**src/rtl/hyper_cfg_pkg.sv**
```systemverilog
//##########################################################
// Register map and timing field widths of the HyperBus
// configuration block. Only the five timing fields used by
// the transfer sequencer are kept; chip ranges follow them.
//##########################################################

package hyper_cfg_pkg;

    // Base register indices, one data word each
    typedef enum int unsigned {
        REG_LATENCY     = 0,
        REG_LAT_ADD     = 1,
        REG_BURST_MAX   = 2,
        REG_RW_RECOVERY = 3,
        REG_CSH         = 4
    } cfg_reg_e;

    // Chip range registers start right after the base block
    localparam int unsigned NumBaseRegs = 5;

    // Field widths
    localparam int unsigned LatencyWidth  = 4;
    localparam int unsigned BurstWidth    = 8;
    localparam int unsigned RecoveryWidth = 4;
    localparam int unsigned CshWidth      = 4;

    // Reset values
    localparam logic [LatencyWidth-1:0]  RstLatency  = 4'd6;
    localparam logic                     RstLatAdd   = 1'b1;
    localparam logic [BurstWidth-1:0]    RstBurstMax = 8'd16;
    localparam logic [RecoveryWidth-1:0] RstRecovery = 4'd6;
    localparam logic [CshWidth-1:0]      RstCsh      = 4'd1;

endpackage

```
**src/rtl/hyper_xfer_pkg.sv**
```systemverilog
//##########################################################
// Transfer sequencer definitions. The command/address phase
// is six bytes at double data rate, so three clock cycles.
//##########################################################

package hyper_xfer_pkg;

    // Phase states of the transfer controller
    typedef enum logic [2:0] {
        IDLE    = 3'd0,
        CMD     = 3'd1,
        LATENCY = 3'd2,
        DATA    = 3'd3,
        HOLD    = 3'd4,
        RECOVER = 3'd5,
        FAIL    = 3'd6
    } xfer_state_e;

    // Command/address phase length in clock cycles
    localparam int unsigned CmdCycles = 3;

endpackage

```
**src/rtl/hyper_cfg_regs.sv**
```systemverilog
//##########################################################
// Configuration register file. RegDataWidth must be a power
// of two of at least 16. Writes are refused while a transfer
// is busy; reads are combinational, unmapped indices read 0.
//##########################################################

`timescale 1ns/1ps

module hyper_cfg_regs import hyper_cfg_pkg::*; #(
    parameter int unsigned             NumChips     = 2,
    parameter int unsigned             RegDataWidth = 32,
    parameter int unsigned             RegAddrWidth = 8,
    parameter logic [RegDataWidth-1:0] RstChipBase  = '0,
    parameter logic [RegDataWidth-1:0] RstChipSpace = 'h10000
) (
    input  logic                                 clk_i,
    input  logic                                 arst_n_i,

    input  logic                                 reg_valid_i,
    input  logic                                 reg_write_i,
    input  logic [RegAddrWidth-1:0]              reg_addr_i,
    input  logic [RegDataWidth-1:0]              reg_wdata_i,
    input  logic [RegDataWidth/8-1:0]            reg_wstrb_i,
    output logic [RegDataWidth-1:0]              reg_rdata_o,
    output logic                                 reg_ready_o,
    output logic                                 reg_error_o,

    input  logic                                 busy_i,

    output logic [LatencyWidth-1:0]              cfg_latency_o,
    output logic                                 cfg_lat_add_o,
    output logic [BurstWidth-1:0]                cfg_burst_max_o,
    output logic [RecoveryWidth-1:0]             cfg_recovery_o,
    output logic [CshWidth-1:0]                  cfg_csh_o,
    output logic [NumChips-1:0][RegDataWidth-1:0] chip_start_o,
    output logic [NumChips-1:0][RegDataWidth-1:0] chip_end_o
);

    localparam int unsigned StrbWidth = RegDataWidth / 8;
    localparam int unsigned ByteBits  = $clog2(StrbWidth);
    localparam int unsigned NumRegs   = NumBaseRegs + 2 * NumChips;

    logic [LatencyWidth-1:0]               latency_q;
    logic                                  lat_add_q;
    logic [BurstWidth-1:0]                 burst_max_q;
    logic [RecoveryWidth-1:0]              recovery_q;
    logic [CshWidth-1:0]                   csh_q;
    logic [NumChips-1:0][RegDataWidth-1:0] start_q;
    logic [NumChips-1:0][RegDataWidth-1:0] end_q;

    int unsigned             sel_reg;
    int unsigned             chip_off;
    int unsigned             chip_sel;
    logic                    sel_is_end;
    logic                    sel_mapped;
    logic                    wr_en;
    logic [RegDataWidth-1:0] wmask;
    logic [RegDataWidth-1:0] rd_word;
    logic [RegDataWidth-1:0] wr_word;

    // Byte address to word index
    assign sel_reg    = 32'(reg_addr_i >> ByteBits);
    assign sel_mapped = (sel_reg < NumRegs);

    // Chip registers come in start/end pairs
    assign chip_off   = sel_reg - NumBaseRegs;
    assign chip_sel   = chip_off >> 1;
    assign sel_is_end = chip_off[0];

    assign reg_ready_o = ~busy_i;
    assign reg_error_o = ~sel_mapped;

    for (genvar b = 0; b < StrbWidth; b++) begin : gen_wmask
        assign wmask[8*b +: 8] = {8{reg_wstrb_i[b]}};
    end

    // Read mux, narrow fields zero-extended
    always_comb begin : proc_read
        rd_word = '0;
        if (sel_mapped) begin
            case (sel_reg)
                REG_LATENCY:     rd_word = RegDataWidth'(latency_q);
                REG_LAT_ADD:     rd_word = RegDataWidth'(lat_add_q);
                REG_BURST_MAX:   rd_word = RegDataWidth'(burst_max_q);
                REG_RW_RECOVERY: rd_word = RegDataWidth'(recovery_q);
                REG_CSH:         rd_word = RegDataWidth'(csh_q);
                default:         rd_word = sel_is_end ? end_q[chip_sel] : start_q[chip_sel];
            endcase
        end
    end

    assign reg_rdata_o = rd_word;

    // Merge new bytes into the current value of the selected register
    assign wr_word = (rd_word & ~wmask) | (reg_wdata_i & wmask);
    assign wr_en   = reg_valid_i & reg_write_i & ~busy_i & sel_mapped;

    always_ff @(posedge clk_i or negedge arst_n_i) begin
        if (!arst_n_i) begin
            latency_q   <= RstLatency;
            lat_add_q   <= RstLatAdd;
            burst_max_q <= RstBurstMax;
            recovery_q  <= RstRecovery;
            csh_q       <= RstCsh;
            // Contiguous ranges from the base, end exclusive
            for (int i = 0; i < NumChips; i++) begin
                start_q[i] <= RstChipBase + RegDataWidth'(i) * RstChipSpace;
                end_q[i]   <= RstChipBase + RegDataWidth'(i + 1) * RstChipSpace;
            end
        end else if (wr_en) begin
            case (sel_reg)
                REG_LATENCY:     latency_q   <= wr_word[LatencyWidth-1:0];
                REG_LAT_ADD:     lat_add_q   <= wr_word[0];
                REG_BURST_MAX:   burst_max_q <= wr_word[BurstWidth-1:0];
                REG_RW_RECOVERY: recovery_q  <= wr_word[RecoveryWidth-1:0];
                REG_CSH:         csh_q       <= wr_word[CshWidth-1:0];
                default: begin
                    if (sel_is_end) begin
                        end_q[chip_sel] <= wr_word;
                    end else begin
                        start_q[chip_sel] <= wr_word;
                    end
                end
            endcase
        end
    end

    assign cfg_latency_o   = latency_q;
    assign cfg_lat_add_o   = lat_add_q;
    assign cfg_burst_max_o = burst_max_q;
    assign cfg_recovery_o  = recovery_q;
    assign cfg_csh_o       = csh_q;
    assign chip_start_o    = start_q;
    assign chip_end_o      = end_q;

endmodule

```
**src/rtl/hyper_chip_decoder.sv**
```systemverilog
//##########################################################
// Chip decoder, purely combinational. Ranges are
// [start, end); overlapping ranges resolve to the lowest
// chip index.
//##########################################################

`timescale 1ns/1ps

module hyper_chip_decoder #(
    parameter int unsigned NumChips     = 2,
    parameter int unsigned RegDataWidth = 32
) (
    input  logic [RegDataWidth-1:0]               addr_i,
    input  logic [NumChips-1:0][RegDataWidth-1:0] chip_start_i,
    input  logic [NumChips-1:0][RegDataWidth-1:0] chip_end_i,
    output logic [NumChips-1:0]                   chip_hit_o,
    output logic                                  no_hit_o
);

    logic [NumChips-1:0] match;

    // Raw range compare per chip
    for (genvar c = 0; c < NumChips; c++) begin : gen_match
        assign match[c] = (chip_start_i[c] <= addr_i) && (addr_i < chip_end_i[c]);
    end

    // Keep only the lowest matching chip
    always_comb begin : proc_prio
        logic found;
        found      = 1'b0;
        chip_hit_o = '0;
        for (int c = 0; c < NumChips; c++) begin
            if (match[c] && !found) begin
                chip_hit_o[c] = 1'b1;
                found         = 1'b1;
            end
        end
    end

    // An empty or inverted range never matches
    assign no_hit_o = ~|match;

endmodule

```
**src/rtl/hyper_xfer_ctrl.sv**
```systemverilog
//##########################################################
// Transfer phase sequencer. Requests are one-cycle strobes,
// taken only when idle. Timing fields are sampled at
// acceptance. Phases of zero length are skipped.
//##########################################################

`timescale 1ns/1ps

module hyper_xfer_ctrl import hyper_cfg_pkg::*, hyper_xfer_pkg::*; #(
    parameter int unsigned NumChips = 2
) (
    input  logic                     clk_i,
    input  logic                     arst_n_i,

    input  logic                     xfer_valid_i,
    input  logic [BurstWidth-1:0]    xfer_len_i,
    input  logic [NumChips-1:0]      chip_hit_i,
    input  logic                     no_hit_i,

    input  logic [LatencyWidth-1:0]  cfg_latency_i,
    input  logic                     cfg_lat_add_i,
    input  logic [BurstWidth-1:0]    cfg_burst_max_i,
    input  logic [RecoveryWidth-1:0] cfg_recovery_i,
    input  logic [CshWidth-1:0]      cfg_csh_i,

    output logic [NumChips-1:0]      cs_n_o,
    output logic                     xfer_busy_o,
    output logic                     xfer_done_o,
    output logic                     xfer_err_o
);

    // Burst length is the widest phase, doubled latency fits as well
    localparam int unsigned CntWidth = BurstWidth;

    xfer_state_e state_q, state_d;
    logic [CntWidth-1:0] cnt_q, cnt_d;
    logic                phase_end;
    logic                accept;
    logic                req_bad;
    logic                cs_active;

    // Values held for the running transfer
    logic [NumChips-1:0]      hit_q;
    logic [LatencyWidth:0]    lat_q;
    logic [BurstWidth-1:0]    len_q;
    logic [CshWidth-1:0]      csh_q;
    logic [RecoveryWidth-1:0] rec_q;

    assign accept    = (state_q == IDLE) && xfer_valid_i;
    assign req_bad   = no_hit_i || (xfer_len_i == '0) || (xfer_len_i > cfg_burst_max_i);
    assign phase_end = (cnt_q == '0);

    always_comb begin : proc_next_state
        state_d = state_q;
        case (state_q)
            IDLE:    if (xfer_valid_i) state_d = req_bad ? FAIL : CMD;
            CMD:     if (phase_end) state_d = (lat_q != '0) ? LATENCY : DATA;
            LATENCY: if (phase_end) state_d = DATA;
            DATA: begin
                if (phase_end) begin
                    if (csh_q != '0) begin
                        state_d = HOLD;
                    end else begin
                        state_d = (rec_q != '0) ? RECOVER : IDLE;
                    end
                end
            end
            HOLD:    if (phase_end) state_d = (rec_q != '0) ? RECOVER : IDLE;
            RECOVER: if (phase_end) state_d = IDLE;
            default: state_d = IDLE;
        endcase
    end

    // Counter loads the phase length minus one on every phase change
    always_comb begin : proc_next_cnt
        cnt_d = (state_q == IDLE) ? cnt_q : cnt_q - 1'b1;
        if (state_d != state_q) begin
            case (state_d)
                CMD:     cnt_d = CntWidth'(CmdCycles - 1);
                LATENCY: cnt_d = CntWidth'(lat_q) - 1'b1;
                DATA:    cnt_d = CntWidth'(len_q) - 1'b1;
                HOLD:    cnt_d = CntWidth'(csh_q) - 1'b1;
                RECOVER: cnt_d = CntWidth'(rec_q) - 1'b1;
                default: cnt_d = '0;
            endcase
        end
    end

    always_ff @(posedge clk_i or negedge arst_n_i) begin
        if (!arst_n_i) begin
            state_q <= IDLE;
            cnt_q   <= '0;
        end else begin
            state_q <= state_d;
            cnt_q   <= cnt_d;
        end
    end

    always_ff @(posedge clk_i) begin
        if (accept) begin
            hit_q <= chip_hit_i;
            len_q <= xfer_len_i;
            csh_q <= cfg_csh_i;
            rec_q <= cfg_recovery_i;
            lat_q <= cfg_lat_add_i ? {cfg_latency_i, 1'b0} : {1'b0, cfg_latency_i};
        end
    end

    // Select held low through command, latency and data
    assign cs_active = (state_q == CMD) || (state_q == LATENCY) || (state_q == DATA);
    assign cs_n_o    = ~(hit_q & {NumChips{cs_active}});

    assign xfer_busy_o = (state_q != IDLE);
    assign xfer_err_o  = (state_q == FAIL);
    // Last busy cycle, FAIL included
    assign xfer_done_o = (state_q != IDLE) && (state_d == IDLE);

endmodule

```
**src/rtl/hyper_cfg_top.sv**
```systemverilog
//##########################################################
// HyperBus configuration and transfer sequencing top level.
// No PHY is attached; xfer_write_i is reserved for it.
// RegDataWidth must be a power of two of at least 16.
//##########################################################

`timescale 1ns/1ps

module hyper_cfg_top import hyper_cfg_pkg::*; #(
    parameter int unsigned             NumChips     = 2,
    parameter int unsigned             RegDataWidth = 32,
    parameter int unsigned             RegAddrWidth = 8,
    parameter logic [RegDataWidth-1:0] RstChipBase  = '0,
    parameter logic [RegDataWidth-1:0] RstChipSpace = 'h10000
) (
    input  logic                      clk_i,
    input  logic                      arst_n_i,

    input  logic                      reg_valid_i,
    input  logic                      reg_write_i,
    input  logic [RegAddrWidth-1:0]   reg_addr_i,
    input  logic [RegDataWidth-1:0]   reg_wdata_i,
    input  logic [RegDataWidth/8-1:0] reg_wstrb_i,
    output logic [RegDataWidth-1:0]   reg_rdata_o,
    output logic                      reg_ready_o,
    output logic                      reg_error_o,

    input  logic                      xfer_valid_i,
    input  logic                      xfer_write_i,
    input  logic [RegDataWidth-1:0]   xfer_addr_i,
    input  logic [BurstWidth-1:0]     xfer_len_i,

    output logic [NumChips-1:0]       cs_n_o,
    output logic                      xfer_busy_o,
    output logic                      xfer_done_o,
    output logic                      xfer_err_o
);

    logic [LatencyWidth-1:0]               cfg_latency;
    logic                                  cfg_lat_add;
    logic [BurstWidth-1:0]                 cfg_burst_max;
    logic [RecoveryWidth-1:0]              cfg_recovery;
    logic [CshWidth-1:0]                   cfg_csh;
    logic [NumChips-1:0][RegDataWidth-1:0] chip_start;
    logic [NumChips-1:0][RegDataWidth-1:0] chip_end;
    logic [NumChips-1:0]                   chip_hit;
    logic                                  no_hit;
    logic                                  xfer_busy;

    hyper_cfg_regs #(
        .NumChips     (NumChips),
        .RegDataWidth (RegDataWidth),
        .RegAddrWidth (RegAddrWidth),
        .RstChipBase  (RstChipBase),
        .RstChipSpace (RstChipSpace)
    ) u_regs (
        .clk_i           (clk_i),
        .arst_n_i        (arst_n_i),
        .reg_valid_i     (reg_valid_i),
        .reg_write_i     (reg_write_i),
        .reg_addr_i      (reg_addr_i),
        .reg_wdata_i     (reg_wdata_i),
        .reg_wstrb_i     (reg_wstrb_i),
        .reg_rdata_o     (reg_rdata_o),
        .reg_ready_o     (reg_ready_o),
        .reg_error_o     (reg_error_o),
        .busy_i          (xfer_busy),
        .cfg_latency_o   (cfg_latency),
        .cfg_lat_add_o   (cfg_lat_add),
        .cfg_burst_max_o (cfg_burst_max),
        .cfg_recovery_o  (cfg_recovery),
        .cfg_csh_o       (cfg_csh),
        .chip_start_o    (chip_start),
        .chip_end_o      (chip_end)
    );

    hyper_chip_decoder #(
        .NumChips     (NumChips),
        .RegDataWidth (RegDataWidth)
    ) u_decoder (
        .addr_i       (xfer_addr_i),
        .chip_start_i (chip_start),
        .chip_end_i   (chip_end),
        .chip_hit_o   (chip_hit),
        .no_hit_o     (no_hit)
    );

    hyper_xfer_ctrl #(
        .NumChips (NumChips)
    ) u_xfer_ctrl (
        .clk_i           (clk_i),
        .arst_n_i        (arst_n_i),
        .xfer_valid_i    (xfer_valid_i),
        .xfer_len_i      (xfer_len_i),
        .chip_hit_i      (chip_hit),
        .no_hit_i        (no_hit),
        .cfg_latency_i   (cfg_latency),
        .cfg_lat_add_i   (cfg_lat_add),
        .cfg_burst_max_i (cfg_burst_max),
        .cfg_recovery_i  (cfg_recovery),
        .cfg_csh_i       (cfg_csh),
        .cs_n_o          (cs_n_o),
        .xfer_busy_o     (xfer_busy),
        .xfer_done_o     (xfer_done_o),
        .xfer_err_o      (xfer_err_o)
    );

    assign xfer_busy_o = xfer_busy;

endmodule

```
**config.mk**
```make
export PLATFORM = sky130hd
export DESIGN_NAME = hyper_cfg_top
export DESIGN_NICKNAME = d
export VERILOG_FILES = /design/src/rtl/hyper_cfg_pkg.sv /design/src/rtl/hyper_xfer_pkg.sv /design/src/rtl/hyper_cfg_regs.sv /design/src/rtl/hyper_chip_decoder.sv /design/src/rtl/hyper_xfer_ctrl.sv /design/src/rtl/hyper_cfg_top.sv
export SDC_FILE = /design/constraint.sdc
export NUM_CORES = 1
export LEC_CHECK = 0
export ABC_CLOCK_PERIOD_IN_PS = 4200
export BUFFER_PORTS_ARGS = -buffer_cell sky130_fd_sc_hd__buf_2
export CORE_ASPECT_RATIO = 0.75
export CORE_MARGIN = 2
export CORE_UTILIZATION = 60
export CTS_BUF_LIST = sky130_fd_sc_hd__clkbuf_8
export DETAILED_ROUTE_END_ITERATION = 8
export PLACE_DENSITY = 0.77
export SLEW_MARGIN = 5
export SYNTH_ARGS = -nofsm -noshare
export SYNTH_HDL_FRONTEND = slang
export SYNTH_SLANG_ARGS = --single-unit
```
**constraint.sdc**
```tcl
create_clock -name clk_i -period 4.2 [get_ports clk_i]
set_input_delay 0.84 -clock clk_i [delete_from_list [all_inputs] [get_ports clk_i]]
set_output_delay 0.84 -clock clk_i [all_outputs]
set_load 0.005 [all_outputs]
```
==> flow_metrics.py, run 1 <==
metrics = {
    "run_status": {
        "status": "finished clean",
    },
    "synthesis": {
        "syn_area_um2": 12200,
        "synth_area_leader_cell": "dfrtp_1",
        "synth_top_family_by_area": "compound AO/OA/AOI/OAI gates",
        "synthAdderAreaFrac": 0.148,
        "synthArstFlopShare": 0.874,
        "synth-compound-area-share": 0.156,
        "synthCells": 1298,
        "synth_mux_area_frac": 0.0981,
        "synth.yosys.seq_area_share": 0.386,
        "synthXorXnorAreaFrac": 0.0100,
        "syn-num-nets": 1532,
        "ys.flop_type": "dfrtp_1",
        "synth_simple_gate_area_frac": 0.144,
        "synthTopCellsByArea": "dfrtp_1 31%, ha_1 15%, mux4_2 5.9%",
        "synth-edff-count": 23,
        "yosys_register_bits": 183,
        "synth.most_common_cell": "dfrtp_1",
        "synth_top_area_frac": 0.308,
        "yosysUniqueCellTypes": 72,
        "synth_common_cells": "150 x dfrtp_1, 144 x ha_1, 132 x nand2_1",
        "postSynthAreaPerCell_um2": 9.40,
        "ys_warn_count": 0,
    },
    "routing": {
        "routedWlPerCell_um": 19.0,
        "drt_iter0_drc": 947,
        "drt.antenna.violating_nets": 0,
        "wl_um": 32000,
        "drc": 0,
        "via_per_inst": 6.12,
        "vias": 10300,
        "first_pass_iters": 6,
    },
    "floorplanning": {
        "initial_core_util": 0.607,
        "core-area_um2": 20100,
        "die_h_um": 128,
        "die_width_um": 169,
        "ios": 129,
        "dieArea_um2": 21500,
        "fp-row-count": 45,
    },
    "sta": {
        "relSlewSlack": 0.290,
        "setup_ws_ps": 459,
        "finClkSkew_ps": 17.7,
        "post-route-period-util": 0.891,
        "report.final.slew_viol_count": 0,
        "rsz0062_at_grt": "false",
        "fin_setup_tns_ps": 0,
        "max_freq_mhz": 267,
        "tightestPinTransition_ps": 1060,
        "post-route-min-period_ps": 3740,
        "hold_viol": 0,
        "setup_viol_count_final": 0,
    },
    "final_layout": {
        "diodes": 0,
        "syn_to_final_growth_pct": 10.6,
        "drive_above_1_share": 0.184,
        "finalNetCount": 1644,
        "fin_area_um2": 13500,
    },
    "clock_network": {
        "ctsResizeCount": 0,
        "cts_root_buffer": "clkbuf_8",
        "cts_hold_buf": 0,
        "cts-buffers-inserted": 17,
        "tritoncts": "done",
        "cts_sinks": 183,
        "htree_levels": 4,
        "clock_latency_ps": 490,
        "clock_path_buffers": 2,
        "clk_pin_slew_ps": 100,
        "post_cts_buffers": 0,
    },
    "power": {
        "total_leakage_power_uw": 0.00644,
        "power_density_nw_per_um2": 330,
        "peakVddDrop_v": 0.000209,
    },
    "placement": {
        "place_congestion": 0.930,
        "place_area_um2": 13100,
        "post-place-ws_ps": 249,
        "portBuffers": 125,
        "dpl.hpwl_um": 23900,
    },
    "critical_path": {
        "crit_type": "register to output port",
        "worstSetupEndpointType": "output port",
        "setup.worst_path.start": "u_xfer_ctrl.csh_q[0]",
        "cp.required_ps": 3360,
        "startpoint_type": "register",
        "r2r-start": "u_regs.chip_end_o[23]",
        "cp_max_fo": 11,
        "arrival_ps": 2900,
    },
    "hold_path": {
        "min_path_type": "primary input to asynchronous set/reset pin",
    },
    "grt": {
        "gr-usage-all-layers": 0.307,
        "grt_pass1_wl_um": 51700,
        "antenna_found_initial": 0,
        "grt-ovfl-total": 0,
        "grt_max_degree": 108,
        "grt_pass1_vias": 9864,
    },
    "flow_run": {
        "maxCapViolations": 0,
    },
}
state kept, by name, indices dropped and copies added (netlist names):
name,cells
u_xfer_ctrl.lat_q,5
u_xfer_ctrl.rec_q,4
u_regs.cfg_recovery_o,4
u_regs.chip_start_o,64
u_xfer_ctrl.len_q,8
u_regs.chip_end_o,64
u_xfer_ctrl.csh_q,4
u_regs.cfg_burst_max_o,8
u_regs.cfg_lat_add_o,1
u_regs.cfg_latency_o,4
u_xfer_ctrl.state_q,3
u_xfer_ctrl.hit_q,2
u_regs.cfg_csh_o,4
u_xfer_ctrl.cnt_q,8
cells in the final DEF (no fill, tap or decap), types with 21 or more instances in the layout:
master,n
a21oi_1,129
and3_1,28
buf_2,124
dfrtp_1,150
edfxtp_1,23
ha_1,143
inv_1,131
mux2_2,21
mux2i_1,24
mux4_2,32
nand2_1,132
nand4_1,22
nor2_1,96
o21ai_0,115
layer usage:
layer  routed length (um)  vias to the layer above  GRT usage
met5                    0                        -          0
met3                 2750                       46     0.0626
li1                     -                     4879          -
met1                15000                     4936      0.466
met2                13800                      433      0.453
met4                  442                        0     0.0771
report_power, final:
part,internal [uW],total (uW),switching [uW],leakage (uW)
clock,466,1160,695,0.000192
combinational,491,1220,733,0.00389
sequential,1950,2080,127,0.00236
final timing paths:
check / to / slack, ps / cells past startpoint
hold reg to reg: u_regs.cfg_recovery_o[2] / 510 / 2
setup / recovery: xfer_done_o / 460 / 9
hold / removal: u_regs.chip_end_o[45] / 430 / 1
max in group asynchronous: u_regs.cfg_csh_o[0] / 2740 / 2
setup reg to reg: u_xfer_ctrl.cnt_q[3] / 730 / 12
min in group clk_i: u_regs.cfg_recovery_o[2] / 510 / 2
final cells by class:
class                           instances  area, um^2
Clock inverter                         12        92.6
Fill cell                            1626        6600
Tap cell                              258         323
Sequential cell                       183        4710
Inverter                              131         492
Timing Repair Buffer                  145         795
Multi-Input combinational cell        932        6810
Clock buffer                           20         275
through the flow:
stage	util	total power, uW	hold slack, ps	cells
floorplan	-	2920	441	1298
global placement	0.653	3270	478	1649
detailed placement	0.653	3310	477	1649
CTS	0.671	4450	506	1681
global route	0.671	4700	532	1681
finish	0.671	4460	434	1681
critical path: stages (launching register included):
cell	delay [ps]
edfxtp_1	440
inv_1	90
ha_1	170
or3b_2	500
nor2_1	110
o211ai_1	100
o31a_1	150
a21oi_1	590
nor3_1	110
buf_2	160
kinds of logic (layout without fill, tap and decap cells):
| logic type | after synthesis | in the layout |
|---|---|---|
| simple gates | 368 | 368 |
| flops | 183 | 183 |
| xor+xnor | 14 | 14 |
| compound gates | 329 | 329 |
| buf+inv | 183 | 308 |
| mux | 77 | 77 |
| fa+ha+maj | 144 | 144 |
Note: power is estimated with default switching activity, not from simulation.
==> inputs of run 2 (changes only) <==
- RECOVER_POWER: unset -> 25
==> flow_metrics.py, run 2 (same netlist as run 1, synthesis figures left out) <==
metrics = {
    "run_status": {
        "status": "finished, violations left",
        "violations": "capacitance limit, slew limit",
    },
    "placement": {
        "dp_cells": 1649,
        "portBuffers": 125,
        "place_congestion": 0.930,
        "dpl.hpwl_um": 23900,
    },
    "routing": {
        "drt_iter0_drc": 1016,
        "drc": 0,
        "vias": 10300,
        "wl_um": 32000,
        "first_pass_iters": 5,
        "drt.antenna.violating_nets": 0,
        "routedWlPerCell_um": 19.0,
        "via_per_inst": 6.14,
    },
    "critical_path": {
        "arrival_ps": 2900,
        "reg2reg_depth": 12,
        "cp_max_fo": 11,
        "crit_type": "register to output port",
        "reg2reg_slack_ps": 690,
        "worstSetupEndpointType": "output port",
        "rr_endpoint": "u_xfer_ctrl.cnt_q[3]",
        "crit_chain": "inv_1 > ha_1 > or3b_2 > nor2_1 > o211ai_1 > o31a_1 > a21oi_1 > nor3_1 > buf_2",
        "crit_slowest_cell": "a21oi_1",
        "startpoint_type": "register",
        "cp.required_ps": 3360,
        "slowest_delay_ps": 590,
        "r2r-start": "u_regs.chip_end_o[23]",
    },
    "final_layout": {
        "syn_to_final_growth_pct": 10.5,
        "diodes": 0,
        "finalNetCount": 1644,
        "drive_above_1_share": 0.176,
        "seq_area_um2": 4710,
        "fillCellCount": 1634,
        "multi_input_area_um2": 6810,
        "stdcell_count": 1681,
        "final_common_cell": "dfrtp_1",
        "layout_common_cells": "150 x dfrtp_1, 143 x ha_1, 132 x nand2_1",
    },
    "floorplanning": {
        "ios": 129,
        "core-area_um2": 20100,
        "die_h_um": 128,
        "fp-row-count": 45,
        "die_width_um": 169,
        "initial_core_util": 0.607,
        "dieArea_um2": 21500,
    },
    "hold_path": {
        "min_from": "u_regs.chip_start_o[48]",
        "worstHoldEndpoint": "u_regs.chip_start_o[48]",
        "hold_depth": 2,
        "min_path_type": "register to register",
    },
    "sta": {
        "max_freq_mhz": 267,
        "finClkSkew_ps": 18.6,
        "relSlewSlack": -0.857,
        "tightestPinTransition_ps": 2790,
        "report.final.slew_viol_count": 108,
        "fin_setup_tns_ps": 0,
        "hold_viol": 0,
        "post-route-period-util": 0.891,
        "post-route-min-period_ps": 3740,
        "rsz0062_at_grt": "false",
        "setup_viol_count_final": 0,
    },
    "clock_network": {
        "htree_levels": 4,
        "cts_root_buffer": "clkbuf_8",
        "ctsResizeCount": 0,
        "post_cts_buffers": 0,
        "tritoncts": "done",
        "clock_latency_ps": 490,
        "cts_hold_buf": 0,
        "cts_sinks": 183,
        "cts-buffers-inserted": 17,
        "clk_pin_slew_ps": 100,
        "clock_path_buffers": 2,
    },
    "grt": {
        "grt_pass1_vias": 9864,
        "grt-ovfl-total": 0,
        "grt_max_degree": 108,
        "grt_pass1_wl_um": 51700,
        "antenna_found_initial": 0,
        "gr-usage-all-layers": 0.307,
    },
    "power": {
        "peakVddDrop_v": 0.000211,
        "power_density_nw_per_um2": 331,
        "total_leakage_power_uw": 0.00642,
    },
    "flow_run": {
        "maxCapViolations": 1,
    },
}
==> run 2: changes by cell type in the layout (fill, tap and decap cells not counted), sizes merged <==
cell / delta
buf: -9
clkbuf: +9
==> run 2: cell type report <==
class | instances | area share
Multi-Input combinational cell | 932 | 0.505
Timing Repair Buffer | 145 | 0.0577
Inverter | 131 | 0.0365
Tap cell | 258 | 0.0239
Clock inverter | 12 | 0.00687
Clock buffer | 20 | 0.0204
Sequential cell | 183 | 0.349
==> run 2: how the worst max path moves through the flow <==
stage | from | end | slack [ps]
after floorplan | reg_addr_i[2] | reg_rdata_o[10] | 190
after global placement | xfer_addr_i[7] | u_xfer_ctrl.cnt_q[3] | 380
after detailed placement | xfer_addr_i[13] | u_xfer_ctrl.cnt_q[3] | 250
after CTS | u_xfer_ctrl.csh_q[0] | xfer_done_o | 470
after global routing | u_xfer_ctrl.cnt_q[0] | xfer_done_o | 230
final | u_xfer_ctrl.csh_q[0] | xfer_done_o | 460
==> run 2: metal layers <==
| metal | vias up | global-route usage | share of wire |
|---|---|---|---|
| li1 | 4884 | - | - |
| met1 | 4957 | 0.466 | 0.48 |
| met2 | 429 | 0.453 | 0.43 |
| met3 | 44 | 0.0626 | 0.081 |
| met4 | 0 | 0.0771 | 0.013 |
| met5 | - | 0 | 0 |
==> run 2: report_power, final <==
part	leakage [uW]	switching [uW]	internal [uW]	total (uW)
clock	0.000192	692	466	1160
combinational	0.00386	738	489	1230
sequential	0.00236	128	1950	2080
total	0.00642	1560	2900	4460
==> run 2: stage by stage <==
step / setup WS (ps) / cell area [um^2] / power (uW) / hold WS (ps) / util
finish: 457 / 13500 / 4460 / 515 / 0.671
detailed placement: 249 / 13100 / 3310 / 477 / 0.653
floorplan: 187 / 12200 / 2920 / 441 / -
global route: 234 / 13500 / 4700 / 532 / 0.671
CTS: 469 / 13500 / 4450 / 506 / 0.671
global placement: 384 / 13100 / 3270 / 478 / 0.653
==> run 2: critical path, delay by kind of cell (launching register included) <==
kind / cells / cell delay, ps
fa+ha+maj: 1 / 170
flops: 1 / 440
compound gates: 3 / 840
buf+inv: 2 / 250
simple gates: 3 / 740
